## src/hdl/rv_mem_pkg.sv

```systemverilog
package rv_mem_pkg;

    // ----------------------------------------
    // data widths
    // ----------------------------------------
    typedef logic [31:0] word_t;      // data word.
    typedef logic [31:0] addr_t;      // byte address from the alu.
    typedef logic [4:0]  reg_addr_t;  // register index.
    typedef logic [3:0]  sel_t;       // byte lane mask.

    // ----------------------------------------
    // instruction fields
    // ----------------------------------------
    // rv32i major opcodes seen by this stage.
    typedef enum logic [6:0] {
        op_load  = 7'b0000011,
        op_store = 7'b0100011,
        op_rtype = 7'b0110011,
        op_itype = 7'b0010011,
        op_jal   = 7'b1101111,
        op_jalr  = 7'b1100111,
        op_lui   = 7'b0110111,
        op_auipc = 7'b0010111
    } opcode_t;

    // access size, stores use b, h and w only.
    typedef enum logic [2:0] {
        f3_b  = 3'b000,
        f3_h  = 3'b001,
        f3_w  = 3'b010,
        f3_bu = 3'b100,
        f3_hu = 3'b101
    } funct3_t;

    // ----------------------------------------
    // stage control and ram timing
    // ----------------------------------------
    typedef enum logic {
        st_idle,
        st_wait_ack
    } stage_state_t;

    localparam int ram_wait_states = 2;    // cycles of held stb before ack.
    localparam int ram_depth_words = 256;

endpackage
```

## src/hdl/wb_bus_if.sv

```systemverilog
`timescale 1ns/10ps

interface wb_bus_if;
    import rv_mem_pkg::*;

    logic  cyc;
    logic  stb;
    logic  we;
    addr_t adr;     // word address.
    word_t dat_w;
    sel_t  sel;
    word_t dat_r;
    logic  ack;

    // the stage side.
    modport master (
        output cyc, stb, we, adr, dat_w, sel,
        input  dat_r, ack
    );

    modport slave (
        input  cyc, stb, we, adr, dat_w, sel,
        output dat_r, ack
    );

endinterface

```

## src/hdl/mem_stage.sv

```systemverilog
`timescale 1ns/10ps

module mem_stage (
    input  logic                  me_clk,
    input  logic                  me_rst,
    input  logic                  in_ce,
    input  rv_mem_pkg::opcode_t   in_opcode,
    input  rv_mem_pkg::funct3_t   in_funct3,
    input  rv_mem_pkg::addr_t     in_alu_value,
    input  rv_mem_pkg::word_t     in_rs2_data,
    input  rv_mem_pkg::reg_addr_t in_rd_addr,
    input  logic                  in_stall,
    input  logic                  in_flush,
    wb_bus_if.master              wb,
    output logic                  out_ce,
    output logic                  out_rd_we,
    output rv_mem_pkg::reg_addr_t out_rd_addr,
    output rv_mem_pkg::word_t     out_rd_data,
    output logic                  out_stall
);
    import rv_mem_pkg::*;

    stage_state_t state;

    // request captured at acceptance.
    funct3_t    req_funct3;
    logic [1:0] req_offset;
    reg_addr_t  req_rd_addr;
    logic       req_load;
    logic       req_kill;     // flushed while on the bus.

    // response parked while downstream is stalled.
    logic       rsp_done;
    word_t      rsp_data;

    funct3_t    align_funct3;
    logic [1:0] align_offset;
    word_t      lane_wdata;
    sel_t       lane_sel;
    word_t      load_value;
    word_t      result_data;

    logic is_mem;
    logic writes_rd;
    logic accept;
    logic result_ready;
    logic finish;
    logic deliver;

    assign is_mem    = (in_opcode == op_load) || (in_opcode == op_store);
    assign writes_rd = in_opcode inside {op_rtype, op_itype, op_jal, op_jalr, op_lui, op_auipc};

    assign out_stall    = in_stall || (state == st_wait_ack);
    assign accept       = in_ce && !out_stall && !in_flush;
    assign result_ready = (state == st_wait_ack) && (wb.ack || rsp_done);
    assign finish       = result_ready && (req_kill || in_flush || !in_stall);
    assign deliver      = result_ready && !req_kill && !in_flush && !in_stall;
    assign result_data  = rsp_done ? rsp_data : load_value;

    // one aligner, store side when idle and load side while waiting.
    assign align_funct3 = (state == st_idle) ? in_funct3 : req_funct3;
    assign align_offset = (state == st_idle) ? in_alu_value[1:0] : req_offset;

    lsu_align u_lsu_align (
        .funct3      (align_funct3),
        .byte_offset (align_offset),
        .store_data  (in_rs2_data),
        .bus_rdata   (wb.dat_r),
        .bus_wdata   (lane_wdata),
        .bus_sel     (lane_sel),
        .load_value  (load_value)
    );

    // ----------------------------------------
    // issue fsm and bus control
    // ----------------------------------------
    always_ff @(posedge me_clk or negedge me_rst) begin
        if (!me_rst) begin
            state    <= st_idle;
            wb.cyc   <= 1'b0;
            wb.stb   <= 1'b0;
            wb.we    <= 1'b0;
            req_kill <= 1'b0;
            rsp_done <= 1'b0;
        end else begin
            case (state)
                st_idle: begin
                    if (accept && is_mem) begin
                        state    <= st_wait_ack;
                        wb.cyc   <= 1'b1;
                        wb.stb   <= 1'b1;
                        wb.we    <= (in_opcode == op_store);
                        req_kill <= 1'b0;
                    end
                end
                st_wait_ack: begin
                    if (wb.ack) begin   // cycle ends, drop the strobe.
                        wb.cyc <= 1'b0;
                        wb.stb <= 1'b0;
                        wb.we  <= 1'b0;
                    end
                    if (in_flush)
                        req_kill <= 1'b1;
                    if (finish) begin
                        state    <= st_idle;
                        rsp_done <= 1'b0;
                    end else if (wb.ack) begin
                        rsp_done <= 1'b1;
                    end
                end
                default: state <= st_idle;
            endcase
        end
    end

    always_ff @(posedge me_clk) begin
        if ((state == st_idle) && accept && is_mem) begin
            wb.adr      <= {2'b00, in_alu_value[31:2]};
            wb.dat_w    <= lane_wdata;
            wb.sel      <= (in_opcode == op_store) ? lane_sel : 4'b1111;
            req_funct3  <= in_funct3;
            req_offset  <= in_alu_value[1:0];
            req_rd_addr <= in_rd_addr;
            req_load    <= (in_opcode == op_load);
        end
        if (wb.ack)
            rsp_data <= load_value;
    end

    // ----------------------------------------
    // write-back registers
    // ----------------------------------------
    always_ff @(posedge me_clk or negedge me_rst) begin
        if (!me_rst) begin
            out_ce    <= 1'b0;
            out_rd_we <= 1'b0;
        end else if (in_flush) begin
            out_ce    <= 1'b0;
            out_rd_we <= 1'b0;
        end else if (!in_stall) begin
            if (deliver) begin
                out_ce    <= 1'b1;
                out_rd_we <= req_load;  // stores retire without a write.
            end else if (accept && !is_mem) begin
                out_ce    <= 1'b1;
                out_rd_we <= writes_rd;
            end else begin
                out_ce    <= 1'b0;
                out_rd_we <= 1'b0;
            end
        end
    end

    always_ff @(posedge me_clk) begin
        if (deliver) begin
            out_rd_addr <= req_rd_addr;
            out_rd_data <= result_data;
        end else if (accept && !is_mem) begin
            out_rd_addr <= in_rd_addr;
            out_rd_data <= in_alu_value;
        end
    end

    a_stb_cyc: assert property (@(posedge me_clk) disable iff (!me_rst)
        wb.stb |-> wb.cyc)
        else $error("stb high without cyc");

    a_bus_stable: assert property (@(posedge me_clk) disable iff (!me_rst)
        wb.stb && !wb.ack |=> $stable(wb.adr) && $stable(wb.sel))
        else $error("adr or sel changed before ack");

    a_idle_stall: assert property (@(posedge me_clk) disable iff (!me_rst)
        (state == st_idle) && out_stall |-> in_stall)
        else $error("upstream stalled while idle");

endmodule

```

## src/hdl/lsu_align.sv

```systemverilog
`timescale 1ns/10ps

module lsu_align (
    input  rv_mem_pkg::funct3_t funct3,
    input  logic [1:0]          byte_offset,
    input  rv_mem_pkg::word_t   store_data,
    input  rv_mem_pkg::word_t   bus_rdata,
    output rv_mem_pkg::word_t   bus_wdata,
    output rv_mem_pkg::sel_t    bus_sel,
    output rv_mem_pkg::word_t   load_value
);
    import rv_mem_pkg::*;

    logic [1:0] lane;      // offset after alignment masking.
    word_t      shifted;

    // misaligned halves and words fall back to the aligned lane.
    always_comb begin
        case (funct3)
            f3_b, f3_bu: lane = byte_offset;
            f3_h, f3_hu: lane = {byte_offset[1], 1'b0};
            default:     lane = 2'b00;
        endcase
    end

    // ----------------------------------------
    // store path
    // ----------------------------------------
    always_comb begin
        case (funct3)
            f3_b: begin
                bus_wdata = {4{store_data[7:0]}};
                bus_sel   = 4'b0001 << lane;
            end
            f3_h: begin
                bus_wdata = {2{store_data[15:0]}};
                bus_sel   = 4'b0011 << lane;
            end
            default: begin
                bus_wdata = store_data;
                bus_sel   = 4'b1111;
            end
        endcase
    end

    // ----------------------------------------
    // load path
    // ----------------------------------------
    assign shifted = bus_rdata >> {lane, 3'b000};

    always_comb begin
        case (funct3)
            f3_b:    load_value = {{24{shifted[7]}}, shifted[7:0]};
            f3_h:    load_value = {{16{shifted[15]}}, shifted[15:0]};
            f3_bu:   load_value = {24'h000000, shifted[7:0]};
            f3_hu:   load_value = {16'h0000, shifted[15:0]};
            default: load_value = shifted;
        endcase
    end

endmodule

```

## src/flat_wrapper.sv

```systemverilog
// flat-port wrapper written by rule: the top's interface ports become plain ports
module mem_stage_flat import rv_mem_pkg::*;
  (me_clk, me_rst, in_ce, in_opcode, in_funct3, in_alu_value, in_rs2_data, in_rd_addr, in_stall, in_flush, out_ce, out_rd_we, out_rd_addr, out_rd_data, out_stall, wb_cyc, wb_stb, wb_we, wb_adr, wb_dat_w, wb_sel, wb_dat_r, wb_ack);
  wb_bus_if wb_i ();
  input  logic me_clk;
  input  logic me_rst;
  input  logic in_ce;
  input  rv_mem_pkg::opcode_t in_opcode;
  input  rv_mem_pkg::funct3_t in_funct3;
  input  rv_mem_pkg::addr_t in_alu_value;
  input  rv_mem_pkg::word_t in_rs2_data;
  input  rv_mem_pkg::reg_addr_t in_rd_addr;
  input  logic in_stall;
  input  logic in_flush;
  output logic out_ce;
  output logic out_rd_we;
  output rv_mem_pkg::reg_addr_t out_rd_addr;
  output rv_mem_pkg::word_t out_rd_data;
  output logic out_stall;
  output wire logic [$bits(wb_i.cyc)-1:0] wb_cyc;
  output wire logic [$bits(wb_i.stb)-1:0] wb_stb;
  output wire logic [$bits(wb_i.we)-1:0] wb_we;
  output wire logic [$bits(wb_i.adr)-1:0] wb_adr;
  output wire logic [$bits(wb_i.dat_w)-1:0] wb_dat_w;
  output wire logic [$bits(wb_i.sel)-1:0] wb_sel;
  input wire logic [$bits(wb_i.dat_r)-1:0] wb_dat_r;
  input wire logic [$bits(wb_i.ack)-1:0] wb_ack;
  assign wb_cyc = wb_i.cyc;
  assign wb_stb = wb_i.stb;
  assign wb_we = wb_i.we;
  assign wb_adr = wb_i.adr;
  assign wb_dat_w = wb_i.dat_w;
  assign wb_sel = wb_i.sel;
  assign wb_i.dat_r = wb_dat_r;
  assign wb_i.ack = wb_ack;
  mem_stage u_core (.me_clk(me_clk), .me_rst(me_rst), .in_ce(in_ce), .in_opcode(in_opcode), .in_funct3(in_funct3), .in_alu_value(in_alu_value), .in_rs2_data(in_rs2_data), .in_rd_addr(in_rd_addr), .in_stall(in_stall), .in_flush(in_flush), .wb(wb_i), .out_ce(out_ce), .out_rd_we(out_rd_we), .out_rd_addr(out_rd_addr), .out_rd_data(out_rd_data), .out_stall(out_stall));
endmodule
```

## config.mk

```make
export PLATFORM = sky130hd
export DESIGN_NAME = mem_stage_flat
export DESIGN_NICKNAME = d
export VERILOG_FILES = /design/src/hdl/rv_mem_pkg.sv /design/src/hdl/wb_bus_if.sv /design/src/hdl/mem_stage.sv /design/src/hdl/lsu_align.sv /design/src/flat_wrapper.sv
export SDC_FILE = /design/constraint.sdc
export NUM_CORES = 1
export LEC_CHECK = 0
export BUFFER_PORTS_ARGS = -buffer_cell sky130_fd_sc_hd__buf_2
export CORE_MARGIN = 3
export CORE_UTILIZATION = 45
export DETAILED_ROUTE_END_ITERATION = 16
export GPL_TIMING_DRIVEN = 0
export PLACE_DENSITY_LB_ADDON = 0.08
export SETUP_SLACK_MARGIN = 0.05
export SLEW_MARGIN = 0
export SYNTH_ARGS = -nofsm -noshare
export SYNTH_HDL_FRONTEND = slang
export SYNTH_SLANG_ARGS = --single-unit
```

## constraint.sdc

```tcl
create_clock -name me_clk -period 9.6 [get_ports me_clk]
set_input_delay 0 -clock me_clk [delete_from_list [all_inputs] [get_ports me_clk]]
set_output_delay 0 -clock me_clk [all_outputs]
set_load 0.005 [all_outputs]
```

== Word-level counts from Yosys, hierarchy flattened ==
Index checks and enable logic that the tools add are counted.

* Word-level logic and storage cells: 98
* Input bits: 117
* Register bits: 153
* Output and inout port bits: 111

* Eq/ne operators: 15
* Multiplexer cells: 32
* Bitwise operators: 1
* Shift-type cells: 3
* Reduce and logical (&&, ||, !) cells: 30

{| class="wikitable"
|+ Operator list
! cell !! count
|-
| $pmux W32 S4 || 1
|-
| $mux W32 || 3
|-
| $pmux W32 S2 || 1
|-
| $shr A32 B5 Y32 || 1
|-
| $eq A7 B6 Y1 const B || 3
|-
| $mux W1 || 17
|-
| $eq A7 B5 Y1 const B || 2
|-
| $eq A7 B7 Y1 const B || 2
|-
| $logic_and A1 B1 Y1 || 11
|-
| $mux W5 || 2
|-
| $pmux W1 S2 || 4
|-
| $pmux W4 S2 || 1
|-
| $eq A7 B2 Y1 const B || 1
|-
| $eq A3 B3 Y1 const B || 2
|-
| $ne A2 B2 Y1 const B || 3
|-
| $reduce_and A2 Y1 || 3
|-
| $reduce_bool A6 Y1 || 1
|-
| $logic_not A1 Y1 || 5
|-
| $logic_or A1 B1 Y1 || 5
|-
| $pmux W2 S2 || 1
|-
| $reduce_bool A2 Y1 || 2
|-
| $reduce_or A2 Y1 || 2
|-
| $shl A1 B2 Y4 const A || 1
|-
| $shl A2 B2 Y4 const A || 1
|-
| 6 further kinds || 6
|}

== Longest topological paths before layout ==
Gate-level depths: netlist of run 1.

* Depth in word-level cells: 9
* Depth in mapped cells: 8
* Gate-level depth less buffers: 5

== By module ==
Synthesis of run 1 repeated with hierarchy kept, for this count alone.

* Cell total of the unflattened synthesis: 467
* Area, all modules: 7180.6 um^2

{| class="wikitable"
|+ By module, submodules not included
! module !! seq. area each (um^2) !! area each (um^2) !! cells each !! instances
|-
| mem_stage || 4559.4 || 5859.4 || 281 || 1
|-
| lsu_align || 0.0 || 1321.3 || 186 || 1
|}

== Worst setup path after synthesis of run 1 ==
Ideal clock, no wire load.

* Path type: register to register
* Start point: register u_core.state
* End point: register u_core.req_funct3[0], enable pin
* Library setup time: 0.519 ns
* Period minus slack after synthesis: 5.133 ns
* Path slack: 4.467 ns
* Path buffers: 2
* Arrival: 4.614 ns
* Stages on the path, launching flop included: 5
* Data required time: 9.081 ns
* Cells stage by stage: dfrtp_1 buf_6 buf_2 or4b_1 nor2_1

* Cells in the longest elaborated chain, start to end: 6
* Elaborated cells on any way between the ends: 7
* Those cells by class: 1 x bitwise; 6 x reduce/logical

{| class="wikitable"
|+ Ends and longest elaborated chain
! element !! RTL line !! source
|-
| start: declaration || mem_stage.sv:23 || <nowiki>stage_state_t state;</nowiki>
|-
| start signal: assignment || mem_stage.sv:79 || <nowiki>state <= st_idle;</nowiki>
|-
| start signal: assignment || mem_stage.sv:89 || <nowiki>state <= st_wait_ack;</nowiki>
|-
| start signal: assignment || mem_stage.sv:105 || <nowiki>state <= st_idle;</nowiki>
|-
| $logic_or A1 B1 Y1 || mem_stage.sv:53 || <nowiki>assign out_stall = in_stall || (state == st_wait_ack);</nowiki>
|-
| $logic_not A1 Y1 || mem_stage.sv:54 || <nowiki>assign accept = in_ce && !out_stall && !in_flush;</nowiki>
|-
| $logic_and A1 B1 Y1 (2 in a row) || mem_stage.sv:54 ||
|-
| $logic_and A1 B1 Y1 (*) (2 in a row) || mem_stage.sv:117 || <nowiki>if ((state == st_idle) && accept && is_mem) begin</nowiki>
|-
| end signal: assignment || mem_stage.sv:121 || <nowiki>req_funct3 <= in_funct3;</nowiki>
|-
| end: declaration || mem_stage.sv:26 || <nowiki>funct3_t req_funct3;</nowiki>
|}

Mark *: on every way between the ends. The rest lies on a longest branch, timed or not.
A chain may end at the register's enable or synchronous reset.

== Worst setup path after layout of run 1 ==
* Start point: register u_core.req_kill
* End point: register u_core.out_rd_data[17], data pin

* Cells in the longest elaborated chain, start to end: 5

{| class="wikitable"
|+ Ends and longest elaborated chain
! element !! RTL line !! source
|-
| start: declaration || mem_stage.sv:30 || <nowiki>logic req_kill;</nowiki>
|-
| start signal: assignment || mem_stage.sv:83 || <nowiki>req_kill <= 1'b0;</nowiki>
|-
| start signal: assignment || mem_stage.sv:93 || <nowiki>req_kill <= 1'b0;</nowiki>
|-
| start signal: assignment || mem_stage.sv:103 || <nowiki>req_kill <= 1'b1;</nowiki>
|-
| $logic_not A1 Y1 || mem_stage.sv:57 || <nowiki>assign deliver = result_ready && !req_kill && !in_flush && !in_stall;</nowiki>
|-
| $logic_and A1 B1 Y1 (3 in a row) || mem_stage.sv:57 ||
|-
| $mux W32 || mem_stage.sv:155 || <nowiki>if (deliver) begin</nowiki>
|-
| end signal: assignment || mem_stage.sv:157 || <nowiki>out_rd_data <= result_data;</nowiki>
|-
| end signal: assignment || mem_stage.sv:160 || <nowiki>out_rd_data <= in_alu_value;</nowiki>
|-
| end: declaration || mem_stage.sv:18 || <nowiki>output rv_mem_pkg::word_t out_rd_data,</nowiki>
|}

Every way passes these cells.

==> results by group, run 1 <==
Outcome
  • Status: finished clean

Yosys
  • Dominant cell type by area after synthesis: edfxtp_1
  • Post-Syn Instances: 573
  • Area contributors post-synth: edfxtp_1 (64%), nand2_1 (6.6%), a21oi_1 (3.5%), dfrtp_1 (2.5%), o21ai_0 (2.5%)
  • Post-synth top cells: edfxtp_1 (146), nand2_1 (121), a21oi_1 (48), o21ai_0 (34), nor2_1 (25)
  • Post-synth top flop: edfxtp_1
  • Number of synthesized register bits: 153
  • Most numerous cell in the Yosys netlist: edfxtp_1
  • Share of the synthesized area in the top cell type: 63.7%
  • Number of synthesized flops with an enable pin: 146
  • Mean Syn Cell Area: 12.0 um^2
  • YS warnings: 0
  • Yosys cell types: 49
  • Post-synthesis sequential area ratio: 66.2%
  • Synth Cell Area: 0.00688 mm^2
  • FFs w/ async S/R, synth: 4.58%

Die
  • Die area: 0.0168 mm^2
  • Starting density of the core: 46.7%
  • Die X: 130 um
  • FP Rows: 44
  • I/O pin count: 228
  • Core ar.: 0.0148 mm^2
  • Die height: 130 um

Hold path
  • Hold Path Stages: 3
  • HP Class: input pin to flop
  • Hold Crit Endpoint: u_core.rsp_data[31]
  • Hold_sp: wb_dat_r[31]

Global routing
  • Wire length of the first global-routing pass: 30800 um
  • Gr usage total: 24.2%
  • Grt ovf: 0
  • Initial antenna violation count: 3
  • Largest net degree at the start of global routing: 37
  • Vias in the first global route: 5820

Timing
  • Final-report hold violation count: 0
  • Fin crit share: 31.0%
  • Setup_tns: 0 ns
  • Unrepaired setup endpoints after global routing: false
  • Final setup margin: 6.62 ns
  • Max-slew violation count: 0
  • Fin crit period: 2.98 ns
  • Least-Margin Pin Slew: 0.884 ns
  • Clk_skew: 0.00956 ns
  • Finish-stage setup viols: 0
  • Max Clk Rate: 336 MHz
  • Rel. slew slack: 41.0%

Clock tree
  • CTS tree: built
  • Worst skew pair latency: 0.42 ns
  • CTS buffer count: 17
  • CTS Root Cell: clkbuf_16
  • Clock sink count: 153
  • Post-CTS Hold Buffers: 87
  • H-tree depth: 4
  • Post-cts gate resize count: 0
  • Setup bufs post-CTS: 0
  • Clock Path Buffers: 2
  • Clock transition at the registers of the reported paths: 0.06 ns

Setup path
  • Depth of the most critical reg-to-reg path: 4
  • Worst path slowest cell: nor4b_2
  • R2r setup slk: 6.62 ns
  • Critical path cell sequence: nor4b_2 -> o21ai_0 -> nor2_1 -> a31oi_1
  • Crit-path max FO: 9
  • Buffers & Inverters on Critical Path: 0
  • CP delay by family, top: simple AND/OR/NAND/NOR gates
  • Capturing point of the worst reg2reg path: u_core.out_rd_data[17]
  • Largest stage delay, worst path: 0.78 ns
  • Reg-to-reg startpoint: u_core.req_kill
  • Worst Setup Path Type: flop to flop
  • Crit start category: flop
  • Worst endpoint required time: 9.72 ns
  • Critical path arrival: 3.10 ns
  • Crit. End Element: flop

Layout
  • Fill count: 1174
  • Final Core Density: 66.0%
  • Layout Nets: 1025
  • FF/Latch Area: 0.00456 mm^2
  • Multi-input gate area: 0.00214 mm^2
  • Proportion of layout cells with a drive suffix above 1: 32.2%
  • Area Overhead vs Synth: 41.5%

Routing
  • Drt wl/cell: 18.6 um
  • Total Wirelength: 20600 um
  • TritonRoute pass-1 iters: 4
  • DRC Markers: 0
  • 1st-iter DRT viols: 463
  • DR vias: 5858
  • Final ANT Viol Nets: 0
  • Via density: 5.30

Power and ir drop
  • Pwr Density: 160 mW/mm^2
  • Overall Power: 1.56 mW
  • Leakage power: 4.13 nW
  • Max VDD drop: 0.000107 V

Job
  • Max cap viols: 0

Place
  • Dpl ws: 6.77 ns
  • Detailed Place HPWL: 14400 um
  • GP Congestion: 0.856
  • PortBufs: 225
[layout by cell type (no fill, tap or decap), types with 12 or more instances in the layout]
master and n:
o21ai_0 34, clkbuf_1 20, edfxtp_1 146, nand3b_1 17, nor2_1 24, buf_2 233
nand2_1 121, and3_1 15, dlygate4sd3_1 87, clkbuf_16 17, a21oi_1 48, nand3_1 12
[how the worst max path moves through the flow]
stage | start | endpoint | slack [ns] | cells past startpoint
2_1_floorplan | u_core.state | u_core.req_funct3[0] | 4.47 | 4
3_3_place_gp | u_core.state | u_core.wb.we | 2.96 | 5
3_5_place_dp | u_core.req_kill | u_core.out_rd_data[17] | 6.77 | 4
4_1_cts | u_core.req_kill | u_core.out_rd_data[17] | 6.75 | 4
5_1_grt | u_core.req_kill | u_core.out_rd_data[17] | 6.54 | 4
6_report | u_core.req_kill | u_core.out_rd_data[17] | 6.62 | 4
[final cells by class]
| type | count | area share [%] |
|---|---|---|
| Tap cell | 184 | 2.36 |
| Multi-Input combinational cell | 380 | 22.0 |
| Timing Repair Buffer | 315 | 21.1 |
| Clock inverter | 11 | 1.09 |
| Antenna cell | 1 | 0.0257 |
| Inverter | 7 | 0.270 |
| Clock buffer | 20 | 4.48 |
| Buffer | 34 | 1.84 |
| Sequential cell | 153 | 46.8 |
[power breakdown]
group          switching, mW  internal (mW)
Combinational         0.0920         0.0812
Sequential           0.00561          0.757
Clock                  0.249          0.376
Total                  0.347           1.21
[cells by family (layout without fill, tap and decap cells)]
| group | after synthesis | after routing | share of synthesized area [%] |
|---|---|---|---|
| DFF | 153 | 153 | 66.2 |
| buffers and inverters | 41 | 387 | 2.98 |
| muxes | 10 | 10 | 1.60 |
| and+or+nand+nor | 235 | 235 | 17.0 |
| AOI/OAI and AO/OA | 133 | 133 | 12.1 |
| other | 1 | 3 | 0.0545 |
[state kept, by name, indices dropped and copies added (netlist names)]
name,cells
u_core.req_funct3,3
u_core.rsp_data,32
u_core.out_rd_we,1
u_core.req_kill,1
u_core.wb.we,1
u_core.req_load,1
u_core.req_offset,2
u_core.out_rd_addr,5
u_core.rsp_done,1
u_core.out_rd_data,32
u_core.state,1
u_core.wb.cyc,1
u_core.wb.adr,30
u_core.wb.dat_w,32
u_core.wb.sel,4
u_core.out_ce,1
u_core.req_rd_addr,5
[through the flow]
stage / area [um^2] / hold WS, ns / instances
floorplan: 6890 / -0.296 / 574
global placement: 8240 / -0.162 / 983
detailed placement: 8320 / -0.155 / 986
CTS: 9740 / 0.000622 / 1104
global route: 9740 / 0.0257 / 1105
finish: 9740 / 0.0155 / 1105
[tightest hold or removal path: cells and delay by family]
kind	cells	cell delay (ns)
simple gates	2	0.18
buf+inv	1	0.14
[layer usage]
| layer | vias up | wire [um] | track usage (%) |
|---|---|---|---|
| met4 | 4 | 297 | 6.72 |
| met1 | 2773 | 8400 | 30.6 |
| met2 | 266 | 10200 | 41.0 |
| met5 | - | 14 | 0 |
| met3 | 25 | 1690 | 7.05 |
| li1 | 2790 | - | - |
Note: power is estimated with default switching activity, not from simulation.
==> inputs of run 2 (changes only) <==
Clock period 9.6 ns to 2.5 ns, I/O delays scaled along.
==> results by group, run 2 (synthesized netlist as in run 1, its figures left out) <==
Outcome
  • Status: finished clean

Timing
  • Final-report hold violation count: 0
  • Max-slew violation count: 0
  • Final setup margin: 0.146 ns
  • Clk_skew: 0.0118 ns
  • Unrepaired setup endpoints after global routing: false
  • Finish-stage setup viols: 0
  • Fin crit period: 2.35 ns
  • Fin crit share: 94.2%
  • Least-Margin Pin Slew: 0.857 ns
  • Rel. slew slack: 42.9%
  • Max Clk Rate: 425 MHz

Clock tree
  • Clock sink count: 153
  • H-tree depth: 4
  • CTS tree: built
  • Clock Path Buffers: 2
  • CTS Root Cell: clkbuf_16
  • Worst skew pair latency: 0.42 ns
  • CTS buffer count: 17
  • Clock transition at the registers of the reported paths: 0.06 ns

Setup path
  • Worst endpoint required time: 2.62 ns
  • Depth of the most critical reg-to-reg path: 5
  • Critical path cell sequence: buf_6 -> buf_6 -> or4b_4 -> o21ai_4 -> buf_12
  • Worst Setup Path Type: flop to flop
  • Largest stage delay, worst path: 0.55 ns
  • Crit-path max FO: 27
  • Crit. End Element: flop
  • Crit start category: flop
  • Crit path top cell by count: buf_6
  • Worst path slowest cell: or4b_4
  • Capturing point of the worst reg2reg path: u_core.out_rd_data[22]
  • R2r setup slk: 0.15 ns
  • Reg-to-reg startpoint: u_core.state
  • Critical path arrival: 2.47 ns

Layout
  • Fill count: 1159
  • Post-route cell area: 0.00990 mm^2
  • Layout Nets: 1035
  • Area Overhead vs Synth: 43.8%
  • # diodes: 0
  • Proportion of layout cells with a drive suffix above 1: 33.1%
  • Commonest non-fill, non-tap cells in the layout: buf_2 (232), edfxtp_1 (146), nand2_1 (121)
  • Most common cell after layout, fill and taps aside: buf_2
  • Top flop regs: u_core.out_rd_data x32, u_core.rsp_data x32, u_core.wb.dat_w x32

Power and ir drop
  • Leakage power: 4.20 nW
  • Pwr Density: 618 mW/mm^2
  • Max VDD drop: 0.000436 V

Job
  • Max cap viols: 0

Global routing
  • Largest net degree at the start of global routing: 37
  • Grt ovf: 0
  • Gr usage total: 24.2%
  • Wire length of the first global-routing pass: 31100 um
  • Initial antenna violation count: 1
  • Vias in the first global route: 5851

Routing
  • DR vias: 5937
  • DRC Markers: 0
  • TritonRoute pass-1 iters: 5
  • Wire length on met2: 9940 um
  • Post-Route M1 WL: 8150 um
  • Top sig layer: met5
  • Drt wl/cell: 18.2 um
  • Routed length on met3: 1870 um
  • Total Wirelength: 20300 um
  • 1st-iter DRT viols: 395
  • Final ANT Viol Nets: 0
  • Via density: 5.33

Place
  • Detailed Place HPWL: 14200 um
  • Placed Area: 0.00833 mm^2
  • GP Congestion: 0.839
  • PortBufs: 225
  • Dpl ws: -0.353 ns

Die
  • Starting density of the core: 46.7%
  • FP Rows: 44
  • Die X: 130 um
  • Core ar.: 0.0148 mm^2
  • Die area: 0.0168 mm^2
  • Die height: 130 um
  • I/O pin count: 228

Hold path
  • Hold Crit Endpoint: u_core.rsp_data[3]
  • Hold_sp: wb_dat_r[19]
  • HP Class: input pin to flop
  • Hold Path Stages: 3
## run 2: changes by cell type in the layout (fill, tap and decap cells not counted), sizes merged
cell / change
nor2: +1
bufinv: +1
buf: +7
dlygate4sd3: +3
clkbuf: -1
diode: -1
clkinvlp: -1
## run 2: report_power, final
| group | internal, mW | total [mW] | switching [mW] |
|---|---|---|---|
| clock network | 1.55 | 2.51 | 0.966 |
| logic | 0.320 | 0.675 | 0.354 |
| registers | 2.91 | 2.93 | 0.0217 |
## run 2: stage by stage
step	hold WS (ns)	cells	utilization [%]	total power [mW]	setup TNS (ns)
CTS	0.00543	1107	66.5	6.14	0
floorplan	-0.296	574	-	3.26	-30.73
detailed placement	-0.154	986	56.5	3.53	-5.98
finish	0.0392	1114	67.1	6.12	0
global route	0.0614	1114	67.1	6.35	0
global placement	-0.161	983	56.0	3.51	-103.51
## run 2: worst max-delay path by stage
| stage | from | to | slack, ns | cells after the start |
|---|---|---|---|---|
| final | u_core.state | u_core.out_rd_data[22] | 0.15 | 5 |
| after global routing | u_core.req_funct3[1] | u_core.rsp_data[30] | 0.05 | 7 |
| after CTS | u_core.state | u_core.wb.adr[28] | 0.05 | 5 |
| after detailed placement | u_core.req_kill | u_core.out_rd_data[16] | -0.35 | 4 |
| after global placement | u_core.state | u_core.wb.adr[24] | -0.88 | 4 |
| after floorplan | u_core.state | u_core.req_funct3[0] | -0.32 | 4 |
## run 2: layer usage
| layer | global-route usage (%) | vias up |
|---|---|---|
| met2 | 39.5 | 290 |
| met3 | 6.80 | 26 |
| met4 | 7.70 | 2 |
| li1 | - | 2814 |
| met1 | 31.7 | 2805 |
| met5 | 0 | - |
## run 2: area by class of cell
class	count	area (um^2)	share of cell area [%]
sequential	153	4560	46.1
multi-input combinational	381	2180	22.0
timing repair buffer	325	2150	21.7
clock buffer	20	437	4.41
tap	184	230	2.33
buffer	33	181	1.83
clock inverter	11	130	1.31
inverter	7	26.3	0.265
## run 2: what timing repair did
item,CTS,global route
resized for setup,3,4
gates cloned,0,1
setup buffers,0,7
hold endpoints to repair,131,0
pin swaps,0,6
setup endpoints to repair,73,142
hold buffers,90,0
## run 2: critical path, delay by kind of cell (launching register included)
family / cells / cell delay (ns)
and+or+nand+nor: 1 / 0.55
AOI/OAI and AO/OA: 1 / 0.47
buffers and inverters: 3 / 0.58
DFF: 1 / 0.44
==> inputs of run 3 (changes only) <==
Settings changed: SKIP_LAST_GASP set to 1.
Clock period 2.5 ns to 2.4 ns, I/O delays scaled along.
==> results by group, run 3 (synthesized netlist as in run 1, its figures left out) <==
Outcome
  • Status: finished clean

Global routing
  • Grt ovf: 0
  • Met2 usage: 39.7%
  • Wire length of the first global-routing pass: 31300 um
  • Initial antenna violation count: 1
  • Gr usage total: 24.4%
  • Global route hottest layer: met2
  • Largest net degree at the start of global routing: 37
  • Vias in the first global route: 5891
  • Grt met1 use: 31.8%
  • M3 GR Usage: 6.80%

Setup path
  • Worst Setup Path Type: flop to flop
  • Critical path arrival: 2.46 ns
  • Crit-path max FO: 8
  • Reg-to-reg startpoint: u_core.req_funct3[1]
  • Worst path slowest cell: or4bb_4
  • Largest stage delay, worst path: 0.59 ns
  • Critical path cell sequence: or4bb_4 -> nand3_2 -> a211oi_4 -> buf_4 -> or3_1 -> a21o_1
  • Worst endpoint required time: 2.58 ns
  • CP delay by family, top: simple AND/OR/NAND/NOR gates
  • Crit start category: flop
  • Buffers & Inverters on Critical Path: 1
  • Start point of the critical path: u_core.req_funct3[1]
  • Crit. End Element: flop

Die
  • Core ar.: 0.0148 mm^2
  • Die height: 130 um
  • Die area: 0.0168 mm^2
  • FP Rows: 44
  • Die X: 130 um
  • I/O pin count: 228
  • Starting density of the core: 46.7%

Routing
  • Via density: 5.39
  • Final ANT Viol Nets: 0
  • DR vias: 6001
  • TritonRoute pass-1 iters: 5
  • DRC Markers: 0
  • Total Wirelength: 20400 um
  • Drt wl/cell: 18.3 um
  • 1st-iter DRT viols: 388

Layout
  • Most common cell after layout, fill and taps aside: buf_2
  • # diodes: 0
  • Top flop regs: u_core.out_rd_data x32, u_core.rsp_data x32, u_core.wb.dat_w x32
  • Commonest non-fill, non-tap cells in the layout: buf_2 (232), edfxtp_1 (146), nand2_1 (120)
  • Layout Nets: 1035
  • Proportion of layout cells with a drive suffix above 1: 33.8%
  • Area Overhead vs Synth: 44.6%

Clock tree
  • H-tree depth: 4
  • Clock sink count: 153
  • Clock transition at the registers of the reported paths: 0.06 ns
  • CTS buffer count: 17
  • CTS Root Cell: clkbuf_16
  • Clock Path Buffers: 2
  • CTS tree: built
  • Worst skew pair latency: 0.42 ns

Timing
  • Max Clk Rate: 437 MHz
  • Fin crit share: 95.4%
  • Worst Hold Slack: 0.0393 ns
  • Clk_skew: 0.00753 ns
  • Max-slew violation count: 0
  • Unrepaired setup endpoints after global routing: true
  • Fin crit period: 2.29 ns
  • Rel. slew slack: 42.4%
  • Least-Margin Pin Slew: 0.864 ns
  • Final-report hold violation count: 0
  • Finish-stage setup viols: 0

Power and ir drop
  • Overall Power: 6.38 mW
  • Pwr Density: 641 mW/mm^2
  • Max VDD drop: 0.000453 V
  • Leakage power: 4.21 nW

Place
  • Detailed Place HPWL: 14200 um
  • GP Congestion: 0.839
  • PortBufs: 225

Hold path
  • HP Class: input pin to flop
  • Hold_sp: wb_dat_r[19]

Job
  • Max cap viols: 0
-- run 3: cell counts in the layout (fill, tap and decap cells not counted) --
No cell type changed its count.
-- run 3: power breakdown --
part | internal (mW) | leakage [nW] | switching, mW
clock | 1.61 | 0.280 | 1.00
sequential | 3.03 | 1.45 | 0.0224
combinational | 0.339 | 2.48 | 0.374
-- run 3: layout make-up --
| cell class | count | area (um^2) |
|---|---|---|
| inverters | 7 | 26.3 |
| repair buffers | 325 | 2160 |
| well taps | 184 | 230 |
| fillers | 1154 | 4800 |
| multi-input cells | 381 | 2220 |
| clock buffers | 20 | 437 |
| plain buffers | 33 | 181 |
| clock inverters | 11 | 130 |
| flip-flops and latches | 153 | 4560 |
-- run 3: stage by stage --
step                setup TNS, ns  utilization, %  setup slack [ns]  area (um^2)  instances
finish                          0            67.5             0.111         9950       1114
CTS                             0            66.9            0.0541         9880       1110
global placement          -119.42            56.0            -0.979         8260        983
floorplan                  -42.58               -            -0.419         6910        574
detailed placement         -14.37            56.5            -0.453         8330        986
global route                    0            67.5           0.00248         9950       1114
-- run 3: worst reg2reg max path, cell delays in order (launching register included) --
cell	delay, ns
edfxtp_1	0.48
or4bb_4	0.59
nand3_2	0.13
a211oi_4	0.08
buf_4	0.18
or3_1	0.41
a21o_1	0.18
-- run 3: worst paths after layout --
check,end,slack [ns],depth (start not counted)
hold reg to reg,u_core.out_ce,0.49,1
hold / removal,u_core.rsp_data[3],0.04,3
setup reg to reg,u_core.out_rd_data[15],0.11,6
setup / recovery,u_core.out_rd_data[15],0.11,6
max in group asynchronous,u_core.state,1.59,3
min in group asynchronous,u_core.rsp_done,0.54,3
-- run 3: repair_timing --
item	4_1_cts	5_1_grt
hold buffers	90	0
pin swaps	2	6
cloned	1	0
setup endpoints to repair	153	77
buffers inserted	2	5
hold endpoints to repair	131	0
gates resized for setup	7	9
-- run 3: layer usage --
metal / vias to the layer above / share of wire [%]
met5: - / 0.064
met1: 2857 / 40
met4: 2 / 1.7
met2: 301 / 49
li1: 2812 / -
met3: 29 / 9.2
